### src/logic/harness_consts.svh
// Harness constants
// Bus widths, memory depths and the debug hold-off count shared by
// the packages, the RTL and the testbench

`ifndef HARNESS_CONSTS_SVH
`define HARNESS_CONSTS_SVH

// Shared bus
`define ADDR_WIDTH 32
`define DATA_WIDTH 64
`define BE_WIDTH   8

// Memories, depth in 64-bit words
`define SRAM_WORDS 1024
`define ROM_WORDS  8

// Cycles after power-on reset before debug requests reach the core
`define DEBUG_HOLDOFF_CYCLES 50

`endif

### src/logic/reset_debug_ctrl.sv
// Reset and debug glue
// Peripheral reset from power-on reset or ndmreset with synchronized
// release, and a hold-off window for debug requests after power-on

`default_nettype none

`include "harness_consts.svh"

module reset_debug_ctrl (
  input  logic clk_i,
  input  logic rst_ni,
  input  logic ndmreset_i,
  input  logic debug_req_i,
  output logic periph_rst_no,
  output logic debug_req_o
);

  localparam int unsigned CntWidth = $clog2(`DEBUG_HOLDOFF_CYCLES + 1);

  logic                rst_comb_n;
  logic [1:0]          rst_sync_q;
  logic [CntWidth-1:0] holdoff_q;

  // ------------------------------------------------------------
  // Peripheral reset, asserted at once, released after two flops
  // ------------------------------------------------------------
  assign rst_comb_n = rst_ni & ~ndmreset_i;

  always_ff @(posedge clk_i or negedge rst_comb_n) begin
    if (!rst_comb_n) begin
      rst_sync_q <= 2'b00;
    end else begin
      rst_sync_q <= {rst_sync_q[0], 1'b1};
    end
  end

  assign periph_rst_no = rst_sync_q[1];

  // ------------------------------------------------------------
  // Debug request hold-off
  // ------------------------------------------------------------
  always_ff @(posedge clk_i or negedge rst_ni) begin
    if (!rst_ni) begin
      holdoff_q <= CntWidth'(`DEBUG_HOLDOFF_CYCLES);
    end else if (holdoff_q != '0) begin
      holdoff_q <= holdoff_q - 1'b1;
    end
  end

  assign debug_req_o = (holdoff_q == '0) & debug_req_i;

  a_holdoff : assert property (@(posedge clk_i) disable iff (!rst_ni)
    (holdoff_q != '0) |-> !debug_req_o);

endmodule

`default_nettype wire

### config.mk
export PLATFORM = sky130hd
export DESIGN_NAME = reset_debug_ctrl
export DESIGN_NICKNAME = d
export VERILOG_FILES = /design/src/logic/reset_debug_ctrl.sv
export VERILOG_INCLUDE_DIRS = /design/src /design/src/logic
export SDC_FILE = /design/constraint.sdc
export NUM_CORES = 1
export LEC_CHECK = 0
export BUFFER_PORTS_ARGS = -buffer_cell sky130_fd_sc_hd__buf_2
export CORE_AREA = 2 2 39 41
export DETAILED_ROUTE_END_ITERATION = 12
export DIE_AREA = 0 0 41 43
export GPL_TIMING_DRIVEN = 0
export RECOVER_POWER = 100
export SLEW_MARGIN = 5
export SYNTH_ARGS = -nofsm -noshare
export SYNTH_HDL_FRONTEND = slang
export SYNTH_SLANG_ARGS = --single-unit
### constraint.sdc
create_clock -name clk_i -period 1.3 [get_ports clk_i]
set_clock_uncertainty 0.15 [all_clocks]
set_input_delay 0.13 -clock clk_i [delete_from_list [all_inputs] [get_ports clk_i]]
set_output_delay 0.13 -clock clk_i [all_outputs]
set_load 0.02 [all_outputs]
; Word level (Yosys, flattened, before mapping)
; Cells that the tools add are included.
[op_classes]
n_bitwise = 3
n_addsub = 1
reduce_logical = 2
[op_table]
columns = operator, count
row1 = 6-bit zero test, 1
row2 = 6-bit nonzero test, 1
row3 = 6-bit by 1-bit subtractor with 6-bit output (second input constant), 1
row4 = 1-bit bitwise AND, 2
row5 = 1-bit NOT, 1
[totals]
out_inout_bits = 2
elab_cells = 8
inputBits = 4
ff_bits = 8

; Longest topological paths before layout
; Gate-level depths: netlist (run 1).
[depth]
word_depth = 2
depth_mapped = 5
ltp_nobuf = 5

; Worst setup path before layout (run 1)
; OpenSTA, ideal clock, no wires.
[synth_path]
path_type = register to output
startpoint = register holdoff_q[1]
endpoint = output debug_req_o
stages_incl_launch_ff = 6
slack_ns = -0.139
required_ns = 1.020
n_path_buf = 0
arrival_ns = 1.159
path_cell_list = dfstp_2 inv_1 ha_1 nand2b_1 nor2b_4 and2_1
[synth_via]
elab_chain_len = 2
[synth_lines]
columns = element, line_no
row1 = "start, declared", reset_debug_ctrl.sv:22  ; logic [CntWidth-1:0] holdoff_q;
row2 = "start signal, assigned", reset_debug_ctrl.sv:44  ; holdoff_q <= CntWidth'(`DEBUG_HOLDOFF_CYCLES);
row3 = "start signal, assigned", reset_debug_ctrl.sv:46  ; holdoff_q <= holdoff_q - 1'b1;
row4 = 6-bit zero test, reset_debug_ctrl.sv:50  ; assign debug_req_o = (holdoff_q == '0) & debug_req_i;
row5 = 1-bit bitwise AND, reset_debug_ctrl.sv:50
row6 = "end, declared", reset_debug_ctrl.sv:15  ; output logic debug_req_o
; No other way between the ends.

; Worst setup path in the final report (run 1)
; Ends and elaborated chain as after synthesis.

==> out/qor.yml, run 1 <==
status: "finished with violations"
violations: "setup timing"
cp_cell_sequence: "inv_4, ha_4, nand2b_4, nor2b_4, and2_4, buf_6"
numCtsBuffers: 3
fp.coreArea_mm2: 0.001384
synth_nets: 38
avgSynthCellArea_um2: 11.77
cts_tree: "yes"
nets: 59
hold_viol: 0
clkLatencyLatePin_ps: 250
crit_fanout: 2
drt-total-wl_um: 746
hold_ws_ps: 141.0
drv_slew: 0
synth.ff_latch_count: 8
synth_seq_area_share_pct: 54.15
p_int_w: 0.0003832
grt_antenna_before_repair: 0
fin_util_pct: 43.76
setup_slack_ps: -349.7
power.switching_w: 0.00009746
place_hpwl_um: 400.5
chipWidth_um: 41
io_buffer_count: 5
cts.sinks: 8
drc: 0
die_area_mm2: 0.001763
swShare_pct: 20.28
area_delta_synth_final_pct: 60.80
start_util_pct: 27.22
setup-violations-final: 7
grt_usage_pct: 11.81
clk_pin_slew_ps: 50
p_comb_share_pct: 5.4
rsz0062_at_grt: "yes"
via_per_inst: 4.221
antenna_left: 0
ioPinCount: 6
num_vias: 287
grt_pass1_vias: 291
ys_types: 18
p_leak_nw: 0.2881
drive_gt1_share_pct: 57.69
power_w: 0.0004806
rows: 14
die_h_um: 43
maxCapViolCount: 0
yosysWarnings: 0
regArea_um2: 203.9
multi_input_area_um2: 217.7
post-route-period-util_pct: 126.9
powerDensity_mw_per_mm2: 793.7
crit_type: "flip-flop to output pin"
fillers: 121
mostFrequentLayoutCell: "buf_4"
grt_max_degree: 8
start_kind: "flip-flop"
cts.path.max_buffers: 2
gr-total-overflow: 0
hp-class: "primary input to asynchronous set/reset pin"
cp.arrival_ps: 1370
crit_slowest_cell: "dfstp_2"
wl_per_cell_um: 10.97
fmax_mhz: 606.2
power_frac_clock_pct: 41.9
netlist_instances: 32
syn_area_um2: 376.6
finalCriticalPeriod_ps: 1650
gp_congestion: 0.7455
peakVddDrop_mv: 0.6161
grt_pass1_wl_mm: 1.283
htree_num_levels: 1
crit_required_ps: 1020
cts-root-buf: "clkbuf_4"
drt-initial-drc-count: 6
antenna_cells: 0
end_kind: "output pin"
final_cell_mix: "buf_4, dfrtp_1"
power_frac_seq_pct: 52.7
cp_slowest_stage_delay_ps: 550
drt_first_pass_iters: 4
final timing paths:
kind                       slack [ps]  depth (start not counted)                      from                       end
hold / removal                    140                          2                    rst_ni  holdoff_q[3]$_DFFE_PN0P_
setup reg to reg                 -200                          7  holdoff_q[1]$_DFFE_PN1P_  holdoff_q[4]$_DFFE_PN1P_
setup / recovery                 -350                          6  holdoff_q[1]$_DFFE_PN1P_               debug_req_o
min in group clk_i                200                          0   rst_sync_q[0]$_DFF_PN0_   rst_sync_q[1]$_DFF_PN0_
hold reg to reg                   200                          0   rst_sync_q[0]$_DFF_PN0_   rst_sync_q[1]$_DFF_PN0_
max in group asynchronous         400                          3                    rst_ni   rst_sync_q[1]$_DFF_PN0_
kinds of logic (layout without fill, tap and decap cells):
logic type / Yosys count / in the layout / share of synthesized area, %
AOI/OAI and AO/OA: 1 / 1 / 1.328
xor gates and xnor gates: 3 / 3 / 6.978
adders and majority gates: 2 / 2 / 6.643
buffers and inverters: 3 / 23 / 2.990
DFF: 8 / 8 / 54.15
muxes: 2 / 2 / 6.643
other: 1 / 1 / 0.9957
and+or+nand+nor: 12 / 12 / 20.27
what timing repair did:
item / 4_1_cts / 5_1_grt
pin swaps: 3 / 4
resized for setup: 10 / 4
hold buffers: 2 / 0
hold endpoints to repair: 8 / 0
endpoints found under the setup margin: 3 / 7
setup buffers: 6 / 5
metrics by stage:
stage | setup slack, ps | cell area, um2 | setup TNS (ps) | std cells
detailed placement | -169.4 | 444.2 | -225.0 | 53
floorplan | 10.83 | 399.1 | 0 | 32
CTS | -364.7 | 570.5 | -1090 | 65
global placement | -183.1 | 444.2 | -232.7 | 53
finish | -349.7 | 605.6 | -1326 | 68
global route | -399.0 | 605.6 | -1649 | 68
synthesized netlist by cell type:
cell type,n,area [um2]
and2_1,1,6.260
conb_1,1,3.750
dfrtp_1,5,125.1
dfstp_2,3,78.83
ha_1,2,25.02
inv_1,3,11.26
mux2_4,1,15.01
mux2i_1,1,10.01
nand2b_1,1,6.260
nand3_1,2,10.01
nor2_1,3,11.26
nor2b_1,1,6.260
nor2b_4,1,13.76
nor3_1,1,5.000
nor3_2,1,10.01
nor3b_1,1,7.510
o21ai_0,1,5.000
xnor2_1,3,26.28
final cells by class:
cell class / instances / share of cell area, %
tap: 16 / 3.306
inverter: 3 / 2.273
timing repair buffer: 16 / 20.45
clock buffer: 4 / 4.339
sequential: 8 / 33.68
multi-input combinational: 21 / 35.95
registers in the layout, summed over array words and instances (netlist names):
name,cells
rst_sync_q,2
holdoff_q,6
power by group through the flow:
stage	clock network [W]	logic [W]	registers (W)
floorplan	0	0.00000663	0.000260
global placement	0	0.0000196	0.000257
detailed placement	0	0.0000199	0.000257
CTS	0.000217	0.0000269	0.000253
global route	0.000228	0.0000286	0.000254
finish	0.000201	0.0000257	0.000253
metal layers:
| layer | wire [um] | part of all wire [%] | vias to the layer above | GRT usage (%) |
|---|---|---|---|---|
| met4 | 0 | 0 | 0 | 11.33 |
| met1 | 320 | 43 | 142 | 11.78 |
| met2 | 402 | 54 | 4 | 15.94 |
| met3 | 23 | 3.1 | 0 | 6.806 |
| met5 | 0 | 0 | - | 0 |
| li1 | - | - | 141 | - |
critical path: cells and delay by family, from the launching register on:
| kind | cells | cell delay, ps |
|---|---|---|
| and+or+nand+nor | 3 | 240 |
| buffers and inverters | 2 | 160 |
| DFF | 1 | 550 |
| adders and majority gates | 1 | 160 |
Power figures use the tool's default switching activity.
==> inputs of run 2 (changes only) <==
--- a/config.mk
+++ b/config.mk
@@ -6,6 +6,7 @@
 export SDC_FILE = /design/constraint.sdc
 export NUM_CORES = 1
 export LEC_CHECK = 0
+export ABC_AREA = 1
 export BUFFER_PORTS_ARGS = -buffer_cell sky130_fd_sc_hd__buf_2
 export CORE_AREA = 2 2 39 41
 export DETAILED_ROUTE_END_ITERATION = 12
==> run 2 against run 1 <==
The flow still finishes with violations (setup timing); flip-flop and latch count unchanged; cell count grew 15%; non-clock buffer count decreased by 5; sequential power about the same.
==> out/qor.yml, run 2 <==
cp.arrival_ps: 1250  # was 1370 ps
hold_ws_ps: 140.8  # was 141.0 ps
status: "finished with violations"  # unchanged
ioPinCount: 6  # unchanged
setup_slack_ps: -226.1  # was -349.7 ps
via_per_inst: 4.295  # was 4.221
cp_cell_sequence: "inv_4, ha_4, nand4_4, nor2_4, buf_6"  # was inv_4, ha_4, nand2b_4, nor2b_4, and2_4, buf_6
setup-violations-final: 7  # unchanged
antenna_cells: 0  # unchanged
clk_pin_slew_ps: 60  # was 50 ps
power.switching_w: 0.00009743  # was 0.00009746 W
die_area_mm2: 0.001763  # unchanged
num_vias: 335  # was 287
synth_flop_cell: "dfrtp_1"  # unchanged
grt_antenna_before_repair: 0  # unchanged
synth.ff_latch_count: 8  # unchanged
powerDensity_mw_per_mm2: 816.4  # was 793.7 mW/mm2
ys_types: 18  # unchanged
drt-total-wl_um: 795  # was 746 um
violations: "setup timing"  # unchanged
netlist_instances: 47  # was 32
drive_gt1_share_pct: 45.16  # was 57.69%
cp_slowest_stage_delay_ps: 550  # about the same
maxCapViolCount: 0  # unchanged
power_frac_clock_pct: 41.7  # was 41.9%
ys_top_cells_by_area: "dfrtp_1, dfstp_2, nand2_1"  # was dfrtp_1, dfstp_2, xnor2_1
grt_pass1_wl_mm: 1.317  # was 1.283 mm
fp.coreArea_mm2: 0.001384  # unchanged
post-route-period-util_pct: 117.4  # was 126.9%
io_buffer_count: 5  # unchanged
die_h_um: 43  # unchanged
gp_congestion: 0.6732  # was 0.7455
synth.largest_area_cell: "dfrtp_1"  # unchanged
peakVddDrop_mv: 0.4397  # was 0.6161 mV
swShare_pct: 20.29  # was 20.28%
synth_common_cells: "nand2_1, inv_1, nor2_1"  # was dfrtp_1, dfstp_2, inv_1, nor2_1, xnor2_1
mostFrequentLayoutCell: "nand2_1"  # was buf_4
crit_fanout: 2  # unchanged
largest_reg_flops: 6  # unchanged
nets: 69  # was 59
synth.most_common_cell: "nand2_1"  # was dfrtp_1
fin_util_pct: 42.50  # was 43.76%
crit_required_ps: 1020  # about the same
cts.sinks: 8  # unchanged
cts-root-buf: "clkbuf_4"  # unchanged
p_leak_nw: 0.2887  # was 0.2881 nW
synth_top_area_share_pct: 29.41  # was 33.22%
grt_usage_pct: 11.84  # was 11.81%
synth_nets: 53  # was 38
wl_per_cell_um: 10.19  # was 10.97 um
reg_top3: "holdoff_q x6, rst_sync_q x2"  # unchanged
crit_slowest_cell: "dfstp_2"  # unchanged
crit_family: "flip-flops"  # unchanged
hold_viol: 0  # unchanged
fmax_mhz: 655.3  # was 606.2 MHz
async_reset_ff_share_pct: 100.0  # unchanged
p_int_w: 0.0003827  # was 0.0003832 W
power_frac_seq_pct: 52.8  # was 52.7%
hp-class: "primary input to asynchronous set/reset pin"  # unchanged
yosysWarnings: 0  # unchanged
numCtsBuffers: 3  # unchanged
drv_slew: 0  # unchanged
area_delta_synth_final_pct: 38.24  # was 60.80%
final_cell_mix: "nand2_1, nor2_1, inv_1, dfrtp_1, buf_4"  # was buf_4, dfrtp_1
start_util_pct: 30.74  # was 27.22%
setup_tns_ps: -481.9  # was -1326 ps
rows: 14  # unchanged
cts.path.max_buffers: 2  # unchanged
htree_num_levels: 1  # unchanged
grt_pass1_vias: 309  # was 291
syn_area_um2: 425.4  # was 376.6 um2
cts_tree: "yes"  # unchanged
avgSynthCellArea_um2: 9.051  # was 11.77 um2
drt_first_pass_iters: 2  # was 4
gr-total-overflow: 0  # unchanged
grt_max_degree: 8  # unchanged
cp_num_buf_inv: 2  # unchanged
drc: 0  # unchanged
clkLatencyLatePin_ps: 250  # about the same
end_kind: "output pin"  # unchanged
crit_type: "flip-flop to output pin"  # unchanged
largest-register: "holdoff_q"  # unchanged
power_w: 0.0004801  # was 0.0004806 W
rsz0062_at_grt: "yes"  # unchanged
p_comb_share_pct: 5.5  # was 5.4%
drt-initial-drc-count: 2  # was 6
finalCriticalPeriod_ps: 1526  # was 1650 ps
place_hpwl_um: 518.8  # was 400.5 um
chipWidth_um: 41  # unchanged
start_kind: "flip-flop"  # unchanged
synth_edf_count: 0  # unchanged
fillers: 139  # was 121
antenna_left: 0  # unchanged
place_ws_ps: -182.5  # was -169.4 ps
synth_seq_area_share_pct: 47.94  # was 54.15%
## run 2: cell types whose count changed in the layout (fill, tap and decap cells not counted), sizes merged, moves of 2 or more
| cell | delta |
|---|---|
| buf | -5 |
| inv | +6 |
| xnor2 | -3 |
| nand2 | +9 |
| o21ai | +3 |
| nor2 | +6 |
| nor2b | -2 |
## run 2: metrics by stage
stage | instances | cell area [um2]
floorplan | 47 | 435.4
global placement | 68 | 480.5
detailed placement | 68 | 480.5
CTS | 78 | 590.6
global route | 78 | 588.1
finish | 78 | 588.1
## run 2: cell type report
type	instances	area (um2)	area share [%]
multi-input combinational	30	222.7	37.87
timing repair buffer	11	78.83	13.40
sequential	8	203.9	34.68
inverter	9	36.28	6.170
clock buffer	4	26.28	4.468
tap	16	20.02	3.404
## run 2: layer usage
metal  global-route usage (%)  wire (um)  vias to the layer above
met2                    18.13        406                        7
met5                        0          0                        -
met1                    12.54        339                      152
met4                    6.000         12                        0
li1                         -          -                      174
met3                    6.283         37                        2
## run 2: path summary, 6_finish.rpt
check | to | from | slack, ps | cells after the start
min reg2reg | rst_sync_q[1]$_DFF_PN0_ | rst_sync_q[0]$_DFF_PN0_ | 200 | 0
max in group asynchronous | rst_sync_q[1]$_DFF_PN0_ | rst_ni | 410 | 4
max | debug_req_o | holdoff_q[1]$_DFFE_PN1P_ | -230 | 5
min | holdoff_q[2]$_DFFE_PN0P_ | rst_ni | 140 | 2
max reg2reg | holdoff_q[2]$_DFFE_PN0P_ | holdoff_q[1]$_DFFE_PN1P_ | -90 | 7
min in group clk_i | rst_sync_q[1]$_DFF_PN0_ | rst_sync_q[0]$_DFF_PN0_ | 200 | 0
## run 2: worst register-to-register path, cell delays in order (launching register included)
cell and delay [ps]:
dfstp_2 550, inv_4 40, buf_4 150, ha_4 160
nand2_2 60, inv_2 40, o21ai_2 110, inv_1 40
## run 2: kinds of logic after synthesis
kind of cell / Yosys count / synth area share (%)
AND/OR/NAND/NOR: 23 / 30.88
buffers and inverters: 9 / 7.941
flip-flops: 8 / 47.94
AO/OA/AOI/OAI: 4 / 6.469
adder cells (fa/ha/maj): 2 / 5.881
other: 1 / 0.8815
## run 2: power by group through the flow
| stage | registers (W) | logic [W] | clock network (W) |
|---|---|---|---|
| 2_1_floorplan | 0.000260 | 0.00000757 | 0 |
| 3_3_place_gp | 0.000257 | 0.0000209 | 0 |
| 3_5_place_dp | 0.000258 | 0.0000212 | 0 |
| 6_report | 0.000254 | 0.0000265 | 0.000200 |
| 5_1_grt | 0.000254 | 0.0000301 | 0.000230 |
| 4_1_cts | 0.000253 | 0.0000280 | 0.000215 |
## run 2: repair_timing
action | 4_1_cts | 5_1_grt
hold endpoints to repair | 8 | 0
setup endpoints to repair | 6 | 7
setup buffers | 4 | 1
gates cloned | 0 | 0
pin swaps | 2 | 0
resized for setup | 9 | 0
hold buffers | 2 | 0
