===== src/logic/harness_consts.svh =====
// Harness constants
// Bus widths, memory depths and the debug hold-off count shared by
// the packages, the RTL and the testbench

`ifndef HARNESS_CONSTS_SVH
`define HARNESS_CONSTS_SVH

// Shared bus
`define ADDR_WIDTH 32
`define DATA_WIDTH 64
`define BE_WIDTH   8

// Memories, depth in 64-bit words
`define SRAM_WORDS 1024
`define ROM_WORDS  8

// Cycles after power-on reset before debug requests reach the core
`define DEBUG_HOLDOFF_CYCLES 50

`endif


===== src/logic/bus_pkg.sv =====
// Shared bus types
// Request and response of the request/grant bus between the masters,
// the arbiter, the decoder and the targets

`default_nettype none

`include "harness_consts.svh"

package bus_pkg;

  // Held stable by the master until it sees its grant
  typedef struct packed {
    logic                   req;
    logic                   we;
    logic [`ADDR_WIDTH-1:0] addr;
    logic [`BE_WIDTH-1:0]   be;
    logic [`DATA_WIDTH-1:0] wdata;
  } bus_req_t;

  // Returned one cycle after the grant, never stalled
  typedef struct packed {
    logic                   valid;
    logic                   err;
    logic [`DATA_WIDTH-1:0] rdata;
  } bus_rsp_t;

endpackage

`default_nettype wire


===== src/logic/bus_arbiter.sv =====
// Bus arbiter
// Round-robin grant between the core and debug masters, the response
// goes back only to the master that was granted the cycle before

`default_nettype none

module bus_arbiter (
  input  logic              clk_i,
  input  logic              rst_ni,
  input  bus_pkg::bus_req_t core_req_i,
  input  bus_pkg::bus_req_t dbg_req_i,
  input  bus_pkg::bus_rsp_t bus_rsp_i,
  output logic              core_gnt_o,
  output logic              dbg_gnt_o,
  output bus_pkg::bus_req_t bus_req_o,
  output bus_pkg::bus_rsp_t core_rsp_o,
  output bus_pkg::bus_rsp_t dbg_rsp_o
);

  // Last granted master, also owner of the pending response
  logic last_dbg_q;

  // Debug counts as last winner after reset so the core wins first
  assign core_gnt_o = core_req_i.req & (~dbg_req_i.req | last_dbg_q);
  assign dbg_gnt_o  = dbg_req_i.req & (~core_req_i.req | ~last_dbg_q);

  assign bus_req_o = dbg_gnt_o ? dbg_req_i : core_req_i;

  always_ff @(posedge clk_i or negedge rst_ni) begin
    if (!rst_ni) begin
      last_dbg_q <= 1'b1;
    end else if (core_gnt_o || dbg_gnt_o) begin
      last_dbg_q <= dbg_gnt_o;
    end
  end

  // Steer response to its owner
  assign core_rsp_o = last_dbg_q ? '0 : bus_rsp_i;
  assign dbg_rsp_o  = last_dbg_q ? bus_rsp_i : '0;

  a_one_grant : assert property (@(posedge clk_i) disable iff (!rst_ni)
    !(core_gnt_o && dbg_gnt_o));

  // Fixed one-cycle response through decoder and targets
  a_core_rsp : assert property (@(posedge clk_i) disable iff (!rst_ni)
    core_gnt_o |=> core_rsp_o.valid);
  a_dbg_rsp : assert property (@(posedge clk_i) disable iff (!rst_ni)
    dbg_gnt_o |=> dbg_rsp_o.valid);

endmodule

`default_nettype wire


===== config.mk =====
export PLATFORM = sky130hd
export DESIGN_NAME = bus_arbiter
export DESIGN_NICKNAME = d
export VERILOG_FILES = /design/src/logic/bus_pkg.sv /design/src/logic/bus_arbiter.sv
export VERILOG_INCLUDE_DIRS = /design/src /design/src/logic
export SDC_FILE = /design/constraint.sdc
export NUM_CORES = 1
export LEC_CHECK = 0
export ABC_AREA = 1
export BUFFER_PORTS_ARGS = -buffer_cell sky130_fd_sc_hd__buf_4
export CORE_AREA = 5 5 200 202
export CTS_CLUSTER_DIAMETER = 80
export DETAILED_ROUTE_END_ITERATION = 12
export DIE_AREA = 0 0 205 207
export GPL_TIMING_DRIVEN = 0
export SKIP_CTS_REPAIR_TIMING = 1
export SLEW_MARGIN = 20
export SYNTH_ARGS = -nofsm -noshare
export SYNTH_HDL_FRONTEND = slang
export SYNTH_SLANG_ARGS = --single-unit

===== constraint.sdc =====
create_clock -name clk_i -period 1.81 [get_ports clk_i]
set_input_delay 0.2715 -clock clk_i [delete_from_list [all_inputs] [get_ports clk_i]]
set_output_delay 0.2715 -clock clk_i [all_outputs]
set_load 0.03 [all_outputs]

-- Word level (Yosys, flattened, before mapping)
Cells that the tools add are included.
W data, S select, Z words.
- register bits: 1
- input bits: 280
- muxes and demuxes: 3
- bitwise gates (word level): 7
- reductions and logical operators: 1
- operator list (operator ; number):
    $mux W66 ; 2
    $mux W106 ; 1
    $not A1 Y1 ; 3
    $and A1 B1 Y1 ; 2
    $or A1 B1 Y1 ; 2
    $logic_or A1 B1 Y1 ; 1

-- Longest topological paths before layout
Gate-level depths: netlist (run 1).
- depth in word-level cells: 4
- depth in mapped cells: 7

-- Least setup slack after synthesis (run 1)
OpenSTA, ideal clock, no wires.
- path type: reg2out
- start point: reg last_dbg_q
- end point: out core_gnt_o
- data arrival time: 1.489 ns
- required time: 1.539 ns
- setup slack: 0.049 ns
- cell stages (with the launch flop): 7
- cells stage by stage: dfstp_2 -> buf_4 -> nand2_4 -> nand2_4 -> buf_6 -> inv_1 -> nor2_1
- longest elaborated chain between the ends: 2
- ends and longest elaborated chain (element ; RTL line ; text):
    start: declaration ; bus_arbiter.sv:21 ; logic last_dbg_q;
    start signal: assignment ; bus_arbiter.sv:33 ; last_dbg_q <= dbg_gnt_o;
    $or A1 B1 Y1 ; bus_arbiter.sv:24 ; assign core_gnt_o = core_req_i.req & (~dbg_req_i.req | last_dbg_q);
    $and A1 B1 Y1 ; bus_arbiter.sv:24 ;
    end: declaration ; bus_arbiter.sv:13 ; output logic core_gnt_o,
No other way between the ends.

==> summary.txt, run 1 <==
Outcome
  – Outcome: complete, no violations

Logic synthesis
  – Synth area leaders: nand2_1 40%, nand3_1 20%, inv_1 19%, nor2_1 9.5%, buf_2 5.1%
  – Synth Area in XOR/XNOR: 0%
  – Yosys cell types: 10
  – Multiplexer share of the synthesized area: 0%
  – Synth top cells by count: 279 x nand2_1, 134 x inv_1, 105 x nand3_1
  – Top FF cell, synth: dfstp_2
  – Dominant cell type by area after synthesis: nand2_1
  – Synth top area share: about two fifths
  – Syn Inst Count: 637
  – Number of enable flip-flop cells after synthesis: 0
  – Sequential cell area fraction in the yosys report: less than 1%
  – Syn avg cell area: approximately 4.1 um2
  – Synth warnings: 0
  – Most frequent cell after synthesis: nand2_1
  – Compound-cell area share of the yosys netlist: 0%
  – Largest family of logic cells by synthesized area: simple AND/OR/NAND/NOR gates
  – Seq cells post-synth: 1
  – Synth Net Count: a little over 900
  – Post-synthesis simple-gate area fraction: about 70%
  – Synth Area in Adders: 0%
  – Mapped Area: roughly 0.0026 mm2
  – Async set-reset flop share out of synthesis: between 90% and 100%

Timing
  – F_max: roughly 0.57 GHz
  – Final critical-path required period: ~1.8 ns
  – RSZ-0062 raised after global routing: true
  – Final period util: between 90% and 100%
  – Setup slack after layout: around 0.05 ns
  – Final setup viols: 0
  – Slew margin rel.: 61.1%
  – Hold Violations, Final: 0
  – Least-Margin Pin Slew: a little under 0.6 ns
  – Final Max Tran Viols: 0
  – Worst clock skew: 0 ns
  – Setup TNS: 0 ns

Setup path
  – Peak per-stage delay on the critical path: 0.51 ns
  – CP max FO: 10
  – Worst EP required: 1.54 ns
  – Slowest cell on crit path: dfstp_2
  – Worst setup EP type: output port
  – CP startpoint kind: flop
  – Reg2Reg Depth: 6
  – CP Cell Sequence: buf_8 -> nand2_8 -> nand2_8 -> buf_6 -> nand2_1 -> nand2_1 -> buf_4
  – Worst EP arrival: 1.49 ns
  – WS Path Type: reg2out

Pwr
  – Leakage: 4.89 nW
  – PD cells: between 400 and 500 mW/mm2
  – Design Power: 3.25 mW
  – Switching share of power: between 50% and 60%
  – Sw power: between 1.5 and 2 mW
  – Pint: ~1.3 mW
  – Clock network power share: 0%
  – Peak VDD IR: about 0.15 mV
  – Combinational Power Share: between 90 and 100%
  – Reg power frac: 0.9%

Finish
  – Inserted Diodes: 0
  – FILL cells: roughly 4400
  – Layout cell share with drive strength beyond 1: 49.6%
  – Biggest register: last_dbg_q
  – Top flop regs: last_dbg_q x1
  – Max reg flops: 1
  – Nets: 1442
  – P&R area growth vs syn: 181%
  – Final core occ: a little under 20%
  – Fin cells: around 1700

Floorplan
  – Num rows: between 70 and 80
  – DIE HEIGHT: between 200 and 250 um
  – Die X: 205 um
  – I/O pin count: 520
  – Initial core utilization: 6.92%
  – Die area: 0.0424 mm2
  – Core ar.: between 0.03 and 0.04 mm2

GRT
  – Global-route usage over all layers: 9.46%
  – Grt total ovfl: 0
  – First-pass GRT wire length: ~32000 um
  – Vias in the first global route: slightly below 6000
  – Pin count of the biggest net entering global routing: 11
  – Initial antenna violation count: 0

Drt
  – Met1 WL: 8340 um
  – Uppermost layer routed: met4
  – Drt pass-1 iters: 5
  – # DRC: 0
  – Met3 WL: between 2000 and 2500 um
  – Wirelength per Cell: 13.9 um
  – Antenna-violating nets left: 0
  – Total number of vias: 5863
  – Vias per cell: 3.49
  – 1st-iter DRT viols: ~350
  – WL met2: 11800 um
  – Total Wirelength: approximately 23000 um

Clock tree
  – Worst-Skew Late Latency: 0 ns
  – Clock slew at reported path FFs: 0 ns

Place
  – Placed Instances: about 1700
  – GPL Wtd Cong: between 0.9 and 1
  – Worst setup slack after placement: -0.336 ns
  – IO buf count: 518
  – Post-DP HPWL: slightly above 20000 um

Worst hold path
  – Hold Path Class: in2async

Job
  – Max-cap viol count: 0
-- worst max-delay path, delay by kind of cell, from the launching register on --
| family | cells | cell delay, ns |
|---|---|---|
| DFF | 1 | 0.51 |
| and+or+nand+nor | 4 | 0.46 |
| buffers and inverters | 3 | 0.48 |
-- final timing paths --
| path | startpoint | endpoint | slack [ns] |
|---|---|---|---|
| max | last_dbg_q$_DFFE_PN1P_ | bus_req_o[10] | 0.05 |
| max reg2reg | last_dbg_q$_DFFE_PN1P_ | last_dbg_q$_DFFE_PN1P_ | 0.48 |
| min in group clk_i | core_req_i[105] | last_dbg_q$_DFFE_PN1P_ | 0.58 |
| max in group asynchronous | rst_ni | last_dbg_q$_DFFE_PN1P_ | 1.58 |
| min | rst_ni | last_dbg_q$_DFFE_PN1P_ | 0.21 |
| min reg2reg | last_dbg_q$_DFFE_PN1P_ | last_dbg_q$_DFFE_PN1P_ | 0.83 |
-- power groups by stage --
stage	Sequential (mW)	Combinational [mW]	Clock [mW]
floorplan	0.0273	1.63	0
global placement	0.0273	3.13	0
detailed placement	0.0276	3.14	0
CTS	0.0276	3.15	0
global route	0.0289	3.43	0
finish	0.0285	3.22	0
-- cell families after synthesis --
kind of cell,count (synthesis)
buffers and inverters,183
AND/OR/NAND/NOR,453
flip-flops,1
-- metal layers --
metal  track usage (%)  vias up
met4              3.72        0
met3              1.80       38
li1                  -     2887
met1              10.0     2557
met5                 0        -
met2              18.1      381
-- cell usage in the layout (no fill, tap or decap) --
cell type	n
clkbuf_4	5
buf_2	15
nor2_1	67
buf_6	18
clkbuf_1	6
nand2_1	273
nand2_4	1
clkbuf_2	5
clkbuf_16	1
buf_8	2
nand3_1	105
nand2_2	6
buf_12	3
dfstp_2	1
inv_1	134
buf_4	516
nand2_8	2
-- layout make-up --
cell class / instances / area (um2) / share of cell area [%]
buffer: 49 / 358 / 4.82
tap: 518 / 648 / 8.74
inverter: 134 / 503 / 6.78
timing repair buffer: 522 / 3990 / 53.8
multi-input combinational: 454 / 1890 / 25.5
sequential: 1 / 26.3 / 0.354
-- per-stage QoR --
stage | hold WS, ns | cell area [um2]
after floorplan | 0.124 | 2640
after global placement | 0.210 | 7180
after detailed placement | 0.213 | 7180
after CTS | 0.213 | 7180
after global routing | 0.216 | 7420
final | 0.211 | 7420
No activity file was read; power rests on OpenSTA's default activity.
==> run 2: changes to the inputs <==
Settings changed: CORE_AREA 5 5 200 202 to 8 8 197 199.
==> run 2 against run 1 <==
Design area up 3.3%. Utilization rose by 1.9 points. Sequential share of layout area hardly changed. Clock skew stayed put. Hold slack worse by 0.0075 ns. Worst setup slack got worse by 0.035 ns. Final cell count decreased by 2.6%. Critical path depth decreased by 1. Maximum frequency fell by 2.0%. Global-route usage increased by 0.35 points. Routed wire length up 3.9%. Die area is the same.
==> summary.txt, run 2 (synthesized netlist as in run 1, its figures left out) <==
Drt
  – Total number of vias: 5820 (-0.73%)
  – Antenna-violating nets left: 0 (unchanged)
  – # DRC: 0 (unchanged)
  – 1st-iter DRT viols: 234 (-33%)
  – Wirelength per Cell: 14.8 um (+6.6%)
  – Total Wirelength: 24200 um (+3.9%)
  – Drt pass-1 iters: 5 (unchanged)
  – Vias per cell: 3.56 (+1.9%)

Setup path
  – WS Path Type: reg2out
  – Start point of the critical path: last_dbg_q$_DFFE_PN1P_
  – Peak per-stage delay on the critical path: 0.51 ns (about the same)
  – Slowest cell on crit path: dfstp_2
  – Reg2Reg Depth: 6 (unchanged)
  – Worst EP required: 1.54 ns (about the same)
  – Worst r2r dst: last_dbg_q$_DFFE_PN1P_
  – CP Cell Sequence: buf_8 -> buf_4 -> clkbuf_1 -> nand2_1 -> inv_1 -> buf_4
  – Worst setup EP type: output port
  – Worst EP arrival: 1.52 ns (+0.03 ns)
  – CP startpoint kind: flop
  – Reg2Reg Setup Slack: 0.49 ns (about the same)
  – Worst r2r src: last_dbg_q$_DFFE_PN1P_
  – Most used cell, CP: buf_4
  – CP max FO: 10 (unchanged)
  – Crit path to: dbg_rsp_o[13]

Place
  – Placed Instances: 1623 (-3.0%)
  – Dpl cell area: 0.00711 mm2 (-0.87%)
  – Post-DP HPWL: 21200 um (+3.0%)
  – Worst setup slack after placement: -0.292 ns (+0.0440 ns)
  – IO buf count: 518 (unchanged)
  – GPL Wtd Cong: 0.905 (-1.6%)

Finish
  – FILL cells: 4086 (-6.8%)
  – Fin cells: 1635 (-2.6%)
  – Most common cell after layout, fill and taps aside: buf_4
  – Inserted Diodes: 0 (unchanged)
  – Layout cell share with drive strength beyond 1: 51.7% (+2.1 points)
  – Design area: 0.00766 mm2 (+3.3%)
  – Nets: 1449 (+0.49%)
  – Biggest register: last_dbg_q
  – P&R area growth vs syn: 190%
  – Top flop regs: last_dbg_q x1
  – Most frequent cells in the layout: 488 x buf_4, 263 x nand2_1, 133 x inv_1, 95 x nand3_1, 66 x nor2_1
  – Max reg flops: 1 (unchanged)

Floorplan
  – Core ar.: 0.0359 mm2 (-5.8%)
  – I/O pin count: 520 (unchanged)
  – DIE HEIGHT: 207 um (unchanged)
  – Num rows: 70 (-2.8%)
  – Die X: 205 um (unchanged)
  – Die area: 0.0424 mm2 (unchanged)
  – Initial core utilization: 7.35% (+0.42 points)

GRT
  – Vias in the first global route: 6024 (+4.3%)
  – Grt total ovfl: 0 (unchanged)
  – Pin count of the biggest net entering global routing: 11 (unchanged)
  – Routing usage on met3: 2.28% (+0.48 points)
  – Initial antenna violation count: 0 (unchanged)
  – GRT Max-Usage Layer: met2
  – GR Layer Usage met1: 10.4% (+0.38 points)
  – Grt met2 use: 19.0% (+0.81 points)
  – First-pass GRT wire length: 33600 um (+4.3%)
  – Global-route usage over all layers: 9.82% (+0.35 points)

Pwr
  – Leakage: 5.00 nW (+2.2%)
  – PD cells: 441 mW/mm2 (+0.59%)
  – Reg power frac: 0.8% (about the same)
  – Pint: 1.41 mW (+6.5%)
  – Combinational Power Share: 99.2% (about the same)
  – Clock network power share: 0% (unchanged)
  – Switching share of power: 58.4% (-1.0 points)
  – Sw power: 1.97 mW (+2.1%)
  – Peak VDD IR: 0.221 mV (+52%)

Timing
  – RSZ-0062 raised after global routing: true
  – Hold Violations, Final: 0 (unchanged)
  – Worst clock skew: 0 ns (unchanged)
  – Slew margin rel.: 65.0% (+3.9 points)
  – F_max: 0.558 GHz (-2.0%)
  – Final setup viols: 0 (unchanged)
  – Final Max Tran Viols: 0 (unchanged)
  – Setup slack after layout: 0.0165 ns (-0.0350 ns)
  – Final period util: 99.1% (+1.9 points)
  – Final critical-path required period: 1.79 ns (+0.0350 ns)
  – Least-Margin Pin Slew: 0.525 ns (-0.0583 ns)

Job
  – Max-cap viol count: 0 (unchanged)

Worst hold path
  – Hold Path Class: in2async

Clock tree
  – Worst-Skew Late Latency: 0 ns (unchanged)
  – Clock slew at reported path FFs: 0 ns (unchanged)

Outcome
  – Outcome: complete, no violations
-- run 2: cell types whose count changed in the layout (fill, tap and decap cells not counted), sizes merged --
cell	change
buf	+1
clkbuf	+6
-- run 2: layout make-up --
| type | count | area [um2] | share of cell area, % |
|---|---|---|---|
| inverters | 134 | 503 | 6.56 |
| repair buffers | 529 | 4190 | 54.7 |
| well taps | 468 | 586 | 7.64 |
| plain buffers | 49 | 385 | 5.03 |
| flip-flops and latches | 1 | 26.3 | 0.343 |
| multi-input cells | 454 | 1970 | 25.7 |
-- run 2: per-stage QoR --
stage	utilization (%)	TNS [ns]	hold slack, ns	power [mW]
2_1_floorplan	-	0	0.124	1.66
3_3_place_gp	19.8	-12.46	0.204	3.16
3_5_place_dp	19.8	-13.25	0.206	3.18
4_1_cts	19.8	-13.90	0.205	3.19
5_1_grt	21.3	-0.295	0.208	3.60
6_report	21.3	0	0.203	3.38
-- run 2: worst min-delay path by stage --
stage               depth (start not counted)  slack (ns)   start                      to
finish                                      1        0.20  rst_ni  last_dbg_q$_DFFE_PN1P_
detailed placement                          1        0.21  rst_ni  last_dbg_q$_DFFE_PN1P_
floorplan                                   0        0.12  rst_ni  last_dbg_q$_DFFE_PN1P_
CTS                                         1        0.21  rst_ni  last_dbg_q$_DFFE_PN1P_
global route                                1        0.21  rst_ni  last_dbg_q$_DFFE_PN1P_
global placement                            1        0.20  rst_ni  last_dbg_q$_DFFE_PN1P_
-- run 2: power by group through the flow --
stage	registers [mW]	logic [mW]	clock network, mW
floorplan	0.0273	1.63	0
global route	0.0290	3.57	0
detailed placement	0.0273	3.15	0
global placement	0.0274	3.14	0
CTS	0.0274	3.16	0
finish	0.0285	3.35	0
-- run 2: layer usage --
metal / routed length, um / share of wire, % / up-vias
li1: - / - / 2904
met3: 2350 / 9.7 / 30
met2: 12500 / 51 / 347
met1: 8800 / 36 / 2539
met4: 622 / 2.6 / 0
met5: 0 / 0 / -
-- run 2: critical path, delay by kind of cell, from the launching register on --
family	cells	cell delay, ns
buffers and inverters	5	0.88
DFF	1	0.51
and+or+nand+nor	1	0.13
