File: src/logic/harness_consts.svh
// Harness constants
// Bus widths, memory depths and the debug hold-off count shared by
// the packages, the RTL and the testbench

`ifndef HARNESS_CONSTS_SVH
`define HARNESS_CONSTS_SVH

// Shared bus
`define ADDR_WIDTH 32
`define DATA_WIDTH 64
`define BE_WIDTH   8

// Memories, depth in 64-bit words
`define SRAM_WORDS 1024
`define ROM_WORDS  8

// Cycles after power-on reset before debug requests reach the core
`define DEBUG_HOLDOFF_CYCLES 50

`endif

File: src/logic/bus_pkg.sv
// Shared bus types
// Request and response of the request/grant bus between the masters,
// the arbiter, the decoder and the targets

`default_nettype none

`include "harness_consts.svh"

package bus_pkg;

  // Held stable by the master until it sees its grant
  typedef struct packed {
    logic                   req;
    logic                   we;
    logic [`ADDR_WIDTH-1:0] addr;
    logic [`BE_WIDTH-1:0]   be;
    logic [`DATA_WIDTH-1:0] wdata;
  } bus_req_t;

  // Returned one cycle after the grant, never stalled
  typedef struct packed {
    logic                   valid;
    logic                   err;
    logic [`DATA_WIDTH-1:0] rdata;
  } bus_rsp_t;

endpackage

`default_nettype wire

File: src/logic/soc_map_pkg.sv
// SoC address map
// Target indices, base addresses, CLINT register offsets and the
// contents of the boot ROM

`default_nettype none

`include "harness_consts.svh"

package soc_map_pkg;

  typedef enum logic [1:0] {
    TGT_ROM   = 2'd0,
    TGT_SRAM  = 2'd1,
    TGT_CLINT = 2'd2,
    TGT_NONE  = 2'd3
  } target_e;

  // ------------------------------------------------------------
  // Address map
  // ------------------------------------------------------------
  localparam logic [`ADDR_WIDTH-1:0] ROM_BASE     = 32'h0001_0000;
  localparam logic [`ADDR_WIDTH-1:0] ROM_LENGTH   = 32'h0001_0000;
  localparam logic [`ADDR_WIDTH-1:0] CLINT_BASE   = 32'h0200_0000;
  localparam logic [`ADDR_WIDTH-1:0] CLINT_LENGTH = 32'h000C_0000;
  localparam logic [`ADDR_WIDTH-1:0] SRAM_BASE    = 32'h8000_0000;
  localparam logic [`ADDR_WIDTH-1:0] SRAM_LENGTH  = `ADDR_WIDTH'(`SRAM_WORDS * 8);

  // CLINT registers, relative to CLINT_BASE
  localparam logic [`ADDR_WIDTH-1:0] MSIP_OFFSET     = 32'h0000_0000;
  localparam logic [`ADDR_WIDTH-1:0] MTIMECMP_OFFSET = 32'h0000_4000;
  localparam logic [`ADDR_WIDTH-1:0] MTIME_OFFSET    = 32'h0000_BFF8;

  // ------------------------------------------------------------
  // Boot code, word 0 first at the bottom
  // ------------------------------------------------------------
  localparam logic [`ROM_WORDS-1:0][`DATA_WIDTH-1:0] BOOT_CODE = {
    64'h0000_0000_0000_0000,
    64'h0000_0000_0000_0000,
    64'h1050_0073_0000_0013,
    64'h0002_8067_0200_0593,
    64'h0000_0013_0102_829b,
    64'hf140_2573_0010_029b,
    64'h0000_0297_3040_5073,
    64'h3000_5073_0010_0413
  };

endpackage

`default_nettype wire

File: src/logic/bus_decoder.sv
// Address decoder
// Routes the granted access to ROM, SRAM or CLINT with a target-relative
// address and builds the response one cycle later

`default_nettype none

`include "harness_consts.svh"

module bus_decoder (
  input  logic                   clk_i,
  input  logic                   rst_ni,
  input  bus_pkg::bus_req_t      bus_req_i,
  output logic                   rom_req_o,
  output logic                   sram_req_o,
  output logic                   clint_req_o,
  output logic                   we_o,
  output logic [`ADDR_WIDTH-1:0] addr_o,
  output logic [`BE_WIDTH-1:0]   be_o,
  output logic [`DATA_WIDTH-1:0] wdata_o,
  input  logic [`DATA_WIDTH-1:0] rom_rdata_i,
  input  logic [`DATA_WIDTH-1:0] sram_rdata_i,
  input  logic [`DATA_WIDTH-1:0] clint_rdata_i,
  output bus_pkg::bus_rsp_t      bus_rsp_o
);

  logic [`ADDR_WIDTH-1:0] rom_off;
  logic [`ADDR_WIDTH-1:0] sram_off;
  logic [`ADDR_WIDTH-1:0] clint_off;
  soc_map_pkg::target_e   tgt;
  soc_map_pkg::target_e   tgt_q;
  logic                   valid_q;
  logic                   we_q;
  logic [`DATA_WIDTH-1:0] rdata;

  // ------------------------------------------------------------
  // Request side
  // ------------------------------------------------------------
  assign rom_off   = bus_req_i.addr - soc_map_pkg::ROM_BASE;
  assign sram_off  = bus_req_i.addr - soc_map_pkg::SRAM_BASE;
  assign clint_off = bus_req_i.addr - soc_map_pkg::CLINT_BASE;

  always_comb begin
    tgt    = soc_map_pkg::TGT_NONE;
    addr_o = '0;
    if (rom_off < soc_map_pkg::ROM_LENGTH) begin
      tgt    = soc_map_pkg::TGT_ROM;
      addr_o = rom_off;
    end else if (sram_off < soc_map_pkg::SRAM_LENGTH) begin
      tgt    = soc_map_pkg::TGT_SRAM;
      addr_o = sram_off;
    end else if (clint_off < soc_map_pkg::CLINT_LENGTH) begin
      tgt    = soc_map_pkg::TGT_CLINT;
      addr_o = clint_off;
    end
  end

  assign rom_req_o   = bus_req_i.req && (tgt == soc_map_pkg::TGT_ROM);
  assign sram_req_o  = bus_req_i.req && (tgt == soc_map_pkg::TGT_SRAM);
  assign clint_req_o = bus_req_i.req && (tgt == soc_map_pkg::TGT_CLINT);
  assign we_o        = bus_req_i.we;
  assign be_o        = bus_req_i.be;
  assign wdata_o     = bus_req_i.wdata;

  // ------------------------------------------------------------
  // Response side
  // ------------------------------------------------------------
  always_ff @(posedge clk_i or negedge rst_ni) begin
    if (!rst_ni) begin
      valid_q <= 1'b0;
      we_q    <= 1'b0;
      tgt_q   <= soc_map_pkg::TGT_NONE;
    end else begin
      valid_q <= bus_req_i.req;
      if (bus_req_i.req) begin
        we_q  <= bus_req_i.we;
        tgt_q <= tgt;
      end
    end
  end

  always_comb begin
    case (tgt_q)
      soc_map_pkg::TGT_ROM:   rdata = rom_rdata_i;
      soc_map_pkg::TGT_SRAM:  rdata = sram_rdata_i;
      soc_map_pkg::TGT_CLINT: rdata = clint_rdata_i;
      default:                rdata = '0;
    endcase
  end

  // Writes and errors return zero data
  assign bus_rsp_o.valid = valid_q;
  assign bus_rsp_o.err   = valid_q && (tgt_q == soc_map_pkg::TGT_NONE);
  assign bus_rsp_o.rdata = (valid_q && !we_q) ? rdata : '0;

  a_one_target : assert property (@(posedge clk_i) disable iff (!rst_ni)
    $onehot0({rom_req_o, sram_req_o, clint_req_o}));

endmodule

`default_nettype wire

File: config.mk
export PLATFORM = sky130hd
export DESIGN_NAME = bus_decoder
export DESIGN_NICKNAME = d
export VERILOG_FILES = /design/src/logic/bus_pkg.sv /design/src/logic/soc_map_pkg.sv /design/src/logic/bus_decoder.sv
export VERILOG_INCLUDE_DIRS = /design/src /design/src/logic
export SDC_FILE = /design/constraint.sdc
export NUM_CORES = 1
export LEC_CHECK = 0
export BUFFER_PORTS_ARGS = -buffer_cell sky130_fd_sc_hd__buf_2
export CORE_AREA = 2 2 186 188
export CTS_CLUSTER_DIAMETER = 100
export DETAILED_ROUTE_END_ITERATION = 7
export DIE_AREA = 0 0 188 190
export GPL_TIMING_DRIVEN = 0
export SYNTH_ARGS = -nofsm -noshare
export SYNTH_HDL_FRONTEND = slang
export SYNTH_SLANG_ARGS = --single-unit
File: constraint.sdc
create_clock -name clk_i -period 3.77 [get_ports clk_i]
set_clock_uncertainty 0.05 [all_clocks]
set_input_delay 0.9425 -clock clk_i [delete_from_list [all_inputs] [get_ports clk_i]]
set_output_delay 0.9425 -clock clk_i [all_outputs]
set_load 0.05 [all_outputs]
Yosys cells after proc, flatten, opt, wreduce, memory -nomap -nowiden
Index checks and enable logic that the tools add are counted.
Cells by class
  $add $sub $neg: 3
  order comparisons: 3
  eq/ne operators: 5
  multiplexer cells: 8
  reductions and logical operators: 8
Operator list (count)
  one-hot mux 64 bit (3 select lines): 1
  2-to-1 mux 32 bit: 3
  2-to-1 mux 64 bit: 1
  less-than comparator 32 x 14 -> 1 bit (second input constant): 1
  less-than comparator 32 x 17 -> 1 bit (second input constant): 1
  less-than comparator 32 x 20 -> 1 bit (second input constant): 1
  subtractor 32 x 17 -> 32 bit (second input constant): 1
  subtractor 32 x 26 -> 32 bit (second input constant): 1
  subtractor 32 bit (second input constant): 1
  == test 2 bit (second input constant): 3
  logical AND 1 bit: 5
  == test 2 x 1 -> 1 bit (second input constant): 2
  zero test 2 bit: 2
  2-to-1 mux 2 bit: 2
  zero test 1 bit: 1
  2-to-1 mux 1 bit: 1
Storage, ports and cells
  register bits after elaboration: 4
  input bits: 300
  output and inout bits: 174
  word-level logic and storage cells: 30

Logic depth before layout (Yosys ltp)
Gate-level depths: netlist of the first run.
  depth in word-level cells: 7
  gate-level depth with buffers: 9
  depth with buffers taken out: 8

Worst setup path after synthesis of the first run
Ideal clock, no wire load.
  path kind: input-to-output
  start point: input port bus_req_i[89] in the netlist's numbering
  end point: output port addr_o[17]
  arrival time: 3.438 ns
  data required time: 2.778 ns
  setup slack: -0.660 ns
  stages on the path: 7
  buffers on the path: 0
  path through: inv_1 > ha_1 > nor3b_2 > o2111ai_1 > a2111oi_2 > o2111ai_2 > o32ai_1
On the way
  longest elaborated chain between the ends: 5
  elaborated cells between the ends (all ways): 9
  those cells by class: add/sub (3); order compare (3); mux (3)
RTL lines
  start, declared: line bus_decoder.sv:12  | input bus_pkg::bus_req_t bus_req_i,
  subtractor 32 x 26 -> 32 bit: line bus_decoder.sv:40  | assign clint_off = bus_req_i.addr - soc_map_pkg::CLINT_BASE;
  less-than comparator 32 x 20 -> 1 bit: line bus_decoder.sv:51  | end else if (clint_off < soc_map_pkg::CLINT_LENGTH) begin
  2-to-1 mux 32 bit: line bus_decoder.sv:51
  2-to-1 mux 32 bit: line bus_decoder.sv:48  | end else if (sram_off < soc_map_pkg::SRAM_LENGTH) begin
  2-to-1 mux 32 bit (*): line bus_decoder.sv:45  | if (rom_off < soc_map_pkg::ROM_LENGTH) begin
  end, declared: line bus_decoder.sv:17  | output logic [`ADDR_WIDTH-1:0] addr_o,
Mark *: on every way between the ends. The rest lies on a longest branch, timed or not.

Worst setup path in the final report of the first run
  start point: input port bus_req_i[89] in the netlist's numbering
  end point: output port addr_o[16]
Same word-level chain as after synthesis.

==> results of run 1 <==
[logic make-up after synthesis]
kind of cell             after synthesis  synth area share, %
buffers and inverters                122                26.84
adder cells (fa/ha/maj)                4                1.694
XOR/XNOR                               1               0.2964
AO/OA/AOI/OAI                         85                16.26
multiplexers                          67                22.78
other                                  1               0.1269
flip-flops                             4                3.472
AND/OR/NAND/NOR                      185                28.54
[cell usage after synthesis (all sizes together) (3+ instances only)]
cell,count,area [µm²]
nor2,134,505.5
buf,100,710.7
a21oi,65,325.3
mux2i,65,650.6
and2,18,112.6
clkbuf,15,56.30
inv,7,26.28
o21ai,7,38.79
nand2b,6,37.54
ha,4,50.05
nand3b,4,30.03
nand2,3,11.26
nand4,3,18.77
nor3,3,15.01
nor3b,3,27.52
nor4,3,25.02
o21a,3,22.52
or4,3,22.52
[registers in the layout (all words and copies together), names as in the netlist]
register  cells
tgt_q         2
valid_q       1
we_q          1
[metrics by stage]
step,utilization [%],power [µW],area (µm²)
6_report,18.49,1032,6276
4_1_cts,18.22,1034,6186
3_3_place_gp,16.41,818.1,5572
5_1_grt,18.48,1092,6274
2_1_floorplan,-,567.1,3055
3_5_place_dp,16.46,824.9,5589
[metal layers]
layer	wire length, µm	share of wire, %
met1	6493	37
met4	488	2.8
met2	9205	52
met3	1397	7.9
met5	0	0
[layout make-up]
| class | count | area (µm²) |
|---|---|---|
| Antenna cell | 1 | 2.502 |
| Buffer | 114 | 769.5 |
| Clock buffer | 4 | 78.83 |
| Fill cell | 3855 | 27670 |
| Inverter | 7 | 38.79 |
| Multi-Input combinational cell | 354 | 2350 |
| Sequential cell | 4 | 102.6 |
| Tap cell | 455 | 569.3 |
| Timing Repair Buffer | 413 | 2365 |
[report_power, final]
| part | switching (µW) | internal (µW) | leakage (µW) | total, µW |
|---|---|---|---|---|
| registers | 2.69 | 47.4 | 0.0000444 | 50.1 |
| clock network | 31.9 | 140 | 0.0000382 | 172 |
| logic | 510 | 299 | 0.00339 | 810 |
| total | 545 | 487 | 0.00347 | 1030 |
[timing repair]
| action | CTS | global route |
|---|---|---|
| cloned | 1 | 0 |
| setup endpoints to repair | 82 | 21 |
| hold endpoints to repair | 0 | 0 |
| resized for setup | 100 | 11 |
| setup buffers | 19 | 3 |
| pin swaps | 18 | 10 |
[worst max-delay path, stage by stage]
cell,delay [ns]
buf_12,0.11
buf_4,0.15
nor4_4,0.22
and4b_2,0.30
mux2i_1,0.23
nand4_1,0.28
buf_4,0.26
nor2_4,0.16
mux2_4,0.19
buf_8,0.14
[final timing paths]
| path | start | end | slack [ns] | cells after the start |
|---|---|---|---|---|
| min in group clk_i | we_q | we_q | 0.46 | 1 |
| hold / removal | rst_ni | valid_q | 0.46 | 1 |
| max in group asynchronous | rst_ni | tgt_q[0] | 3.00 | 1 |
| hold reg to reg | we_q | we_q | 0.46 | 1 |
| setup reg to reg | tgt_q[1] | tgt_q[1] | 1.85 | 5 |
| setup / recovery | bus_req_i[89] | addr_o[16] | -0.20 | 10 |
==> flow_summary.ini, run 1 <==
[critical_path]
worstPathArrival_ns = 2.98
critPathMaxFanout = 6
critPathLaunchType = input port
critPathKind = input port to primary output
cp.required_ns = 2.78
endpoint_kind = primary output

[drt]
wl_per_cell_um = 13.01
drcViolationCount = 0
num_vias = 4817
avgViaCountPerCell = 3.563
drtIter0Drc = 111
first_pass_iters = 5
drtAntennaViolNets = 0
routed_wirelength_um = 17580

[floorplan]
fp.coreArea_um2 = 33950
die_h_um = 190
die_area_um2 = 35720
die_x_um = 188
fp-row-count = 68
initial_core_util_pct = 8.706
ioPinCount = 474

[cts]
cts_htree_levels = 1
ctsLongestPathBuffers = 2
clock-sinks = 4
root_buffer = clkbuf_16
clkTransAtPathRegs_ns = 0.03
cts_buffers = 3
cts_tree = done
cts_hold_buf = 0
insertion_delay_ns = 0.22

[synthesis]
yosys_warnings = 0
synth_edf_count = 0
syn_area_um2 = 2955
syn_avg_cell_area_um2 = 6.301
synth-main-ff-cell = dfstp_2
synth_cell_types = 44
synth-seq-cells = 4
ys_seq_area_share_pct = 3.472
synth_async_sr_flop_share_pct = 100.0
synthCells = 469

[finish]
final_cell_mix = buf_2 (370), nor2_1 (132), buf_4 (109), mux2i_1 (65), a21oi_1 (65)
final_common_cell = buf_2
final_cells = 1352
area_delta_synth_final_pct = 112.4
drive_above_1_share_pct = 62.28
fin_nets = 1201

[placed_design]
place_ws_ns = -0.5359
hpwlAfterDp_um = 14360
place.gp.congestion = 0.8747
placed_cells = 1325
io_buffers = 389

[timing]
period_needed_ns = 3.975
tightest_slew_ns = 0.7000
post-route-period-util_pct = 105.4
hold_viol_final = 0
slew_viol_final = 0
setup_slack_ns = -0.2049
holdWs_ns = 0.4612
fmax_ghz = 0.2516
slew_headroom_pct = 53.33
setup_viol = 19
final.setup.tns_ns = -3.458
rsz0062_at_grt = yes

[global_routing]
grt_most_used_layer = met2
use_met3_pct = 1.328
antenna_found_initial = 1
grt_pass1_vias = 4450
met2_usage_pct = 16.43
use_met1_pct = 9.547
overflow = 0
grt_max_degree = 11
grt_util_all_layers_pct = 8.570
grt_pass1_wl_um = 23980

[power_and_ir_drop]
powerDensity_nw_per_um2 = 164.4
p_leak_uw = 0.003472
ir_drop_mv = 0.07992

[run]
drv_cap = 0

[status]
violations = setup timing
status = complete, but fails checks

[worst_hold_path]
hp-class = input port to async pin
Note: power is estimated with default switching activity, not from simulation.
==> run 2: changes to the inputs <==
--- a/config.mk
+++ b/config.mk
@@ -8,10 +8,11 @@
 export LEC_CHECK = 0
 export BUFFER_PORTS_ARGS = -buffer_cell sky130_fd_sc_hd__buf_2
 export CORE_AREA = 2 2 186 188
+export CTS_BUF_LIST = sky130_fd_sc_hd__clkbuf_16
 export CTS_CLUSTER_DIAMETER = 100
 export DETAILED_ROUTE_END_ITERATION = 7
 export DIE_AREA = 0 0 188 190
-export GPL_TIMING_DRIVEN = 0
 export SYNTH_ARGS = -nofsm -noshare
 export SYNTH_HDL_FRONTEND = slang
 export SYNTH_SLANG_ARGS = --single-unit
+export TNS_END_PERCENT = 5
==> run 2 against run 1 <==
The flow still finishes with violations (setup timing); critical path depth up 2; largest cell class is now multi-input combinational cells; final cell count fell by 12%; largest power group unchanged; wire length fell by 17%; critical path type unchanged; first-iteration DRC count increased by 52%; highest routed layer is now met5; sequential power grew 19%.
==> flow_summary.ini, run 2 (synthesis results as in run 1) <==
[status]
violations = setup timing
status = complete, but fails checks

[floorplan]
fp.coreArea_um2 = 33950
fp-row-count = 68
die_h_um = 190
initial_core_util_pct = 8.706
die_x_um = 188
ioPinCount = 474
die_area_um2 = 35720

[critical_path]
slowest_stage = a2111oi_4
worstPathArrival_ns = 2.96
endpoint_kind = primary output
critPathKind = input port to primary output
slowest_delay_ns = 0.42
r2r-start = tgt_q[1]
critPathMaxFanout = 7
startpoint = bus_req_i[89]
cp.required_ns = 2.78
critPathLaunchType = input port
path_cells = buf_8, inv_6, buf_4, ha_1, nor2b_2, o2111ai_2, a2111oi_4, o2111ai_4, o21ai_2, buf_6, and2_4, buf_12

[finish]
drive_above_1_share_pct = 55.27
multiInputGateArea_um2 = 2241
nFillCells = 3887
top_regs = tgt_q x2, valid_q x1, we_q x1
largest_register = tgt_q
area_delta_synth_final_pct = 76.67
fin_util_pct = 15.38
design_area_um2 = 5221
final_cells = 1186
seqCellArea_um2 = 106.4
final_cell_mix = buf_2 (293), nor2_1 (132), mux2i_1 (65), a21oi_1 (65), buf_4 (41)
antennaDiodeCount = 0
fin_nets = 1036
final_common_cell = buf_2
largest_reg_flops = 2

[placed_design]
placed_cells = 1178
placed_area_um2 = 4815
io_buffers = 317
place.gp.congestion = 0.8257
hpwlAfterDp_um = 11710

[drt]
routed_wirelength_um = 14630
drtIter0Drc = 169
num_vias = 4221
avgViaCountPerCell = 3.559
first_pass_iters = 5
drtAntennaViolNets = 0
wl_per_cell_um = 12.33
drcViolationCount = 0

[timing]
slew_viol_final = 0
rsz0062_at_grt = yes
period_needed_ns = 3.954
final.setup.tns_ns = -2.890
tightest_slew_ns = 0.5566
slew_headroom_pct = 62.89
setup_viol = 19
post-route-period-util_pct = 104.9
fmax_ghz = 0.2529
setup_slack_ns = -0.1842
hold_viol_final = 0

[cts]
cts_htree_levels = 1
root_buffer = clkbuf_16
cts_tree = done
ctsLongestPathBuffers = 2
clock-sinks = 4
cts_buffers = 3
insertion_delay_ns = 0.22
clkTransAtPathRegs_ns = 0.03
cts_hold_buf = 0

[power_and_ir_drop]
powerDensity_nw_per_um2 = 145.9
p_sw_uw = 358.9
p_leak_uw = 0.002780
seqPwrFrac_pct = 7.9
swShare_pct = 47.10
combPwrFrac_pct = 70.0
p_clk_share_pct = 22.2
ir_drop_mv = 0.09930
internal_power_uw = 403.1

[run]
drv_cap = 0

[global_routing]
grt_max_degree = 46
grt_pass1_vias = 3796
grt_util_all_layers_pct = 7.263
grt_pass1_wl_um = 20670
antenna_found_initial = 1
overflow = 0

[worst_hold_path]
hp-class = input port to async pin
[run 2: cell types whose count changed in the layout (fill, tap and decap cells not counted), sizes merged]
cell    before  now
buf        513  362
inv          7    8
clkbuf      18    3
diode        1    0
[run 2: path summary, 6_finish.rpt]
path                                  end  slack, ns  depth (start not counted)
worst max-delay path            addr_o[0]      -0.18                         12
worst min-delay path                 we_q       0.47                          1
worst max register to register   tgt_q[1]       2.54                          2
worst min register to register       we_q       0.47                          1
max in group asynchronous        tgt_q[0]       3.00                          1
min in group clk_i                   we_q       0.47                          1
[run 2: through the flow]
stage / setup WS, ns / hold WS (ns) / total power, µW
2_1_floorplan: -0.1211 / 0.4213 / 566.5
5_1_grt: -0.2960 / 0.4708 / 815.5
4_1_cts: -0.1764 / 0.4699 / 765.6
3_5_place_dp: -0.3359 / 0.4705 / 581.8
6_report: -0.1842 / 0.4660 / 762.0
3_3_place_gp: -0.2474 / 0.4531 / 571.9
[run 2: layout make-up]
| cell class | instances | share of cell area, % |
|---|---|---|
| Clock buffer | 3 | 1.438 |
| Timing Repair Buffer | 362 | 41.94 |
| Multi-Input combinational cell | 354 | 42.92 |
| Inverter | 7 | 0.6949 |
| Tap cell | 455 | 10.90 |
| Clock inverter | 1 | 0.07189 |
| Sequential cell | 4 | 2.037 |
[run 2: critical path: cells and delay by family]
family	cells	cell delay, ns
AO/OA/AOI/OAI	4	0.99
adder cells (fa/ha/maj)	1	0.13
buffers and inverters	5	0.53
AND/OR/NAND/NOR	2	0.35
[run 2: timing repair]
action	in CTS	in global routing
cloned	1	0
buffers inserted	1	2
endpoints found under the setup margin	19	19
pin swaps	14	11
resized for setup	65	21
[run 2: power by group through the flow]
stage          combinational [µW]  sequential (µW)  clock [µW]
6_report                      533             59.8         169
5_1_grt                       577             61.2         177
4_1_cts                       531             60.7         174
3_5_place_dp                  521             61.2           0
3_3_place_gp                  511             61.0           0
2_1_floorplan                 517             49.1           0
[run 2: metal layers]
layer	vias to the layer above	GRT usage, %	share of wire, %
met5	-	0	0.089
met4	2	1.817	2.2
met3	28	3.228	12
met2	283	12.42	47
met1	1899	8.245	38
li1	2009	-	-
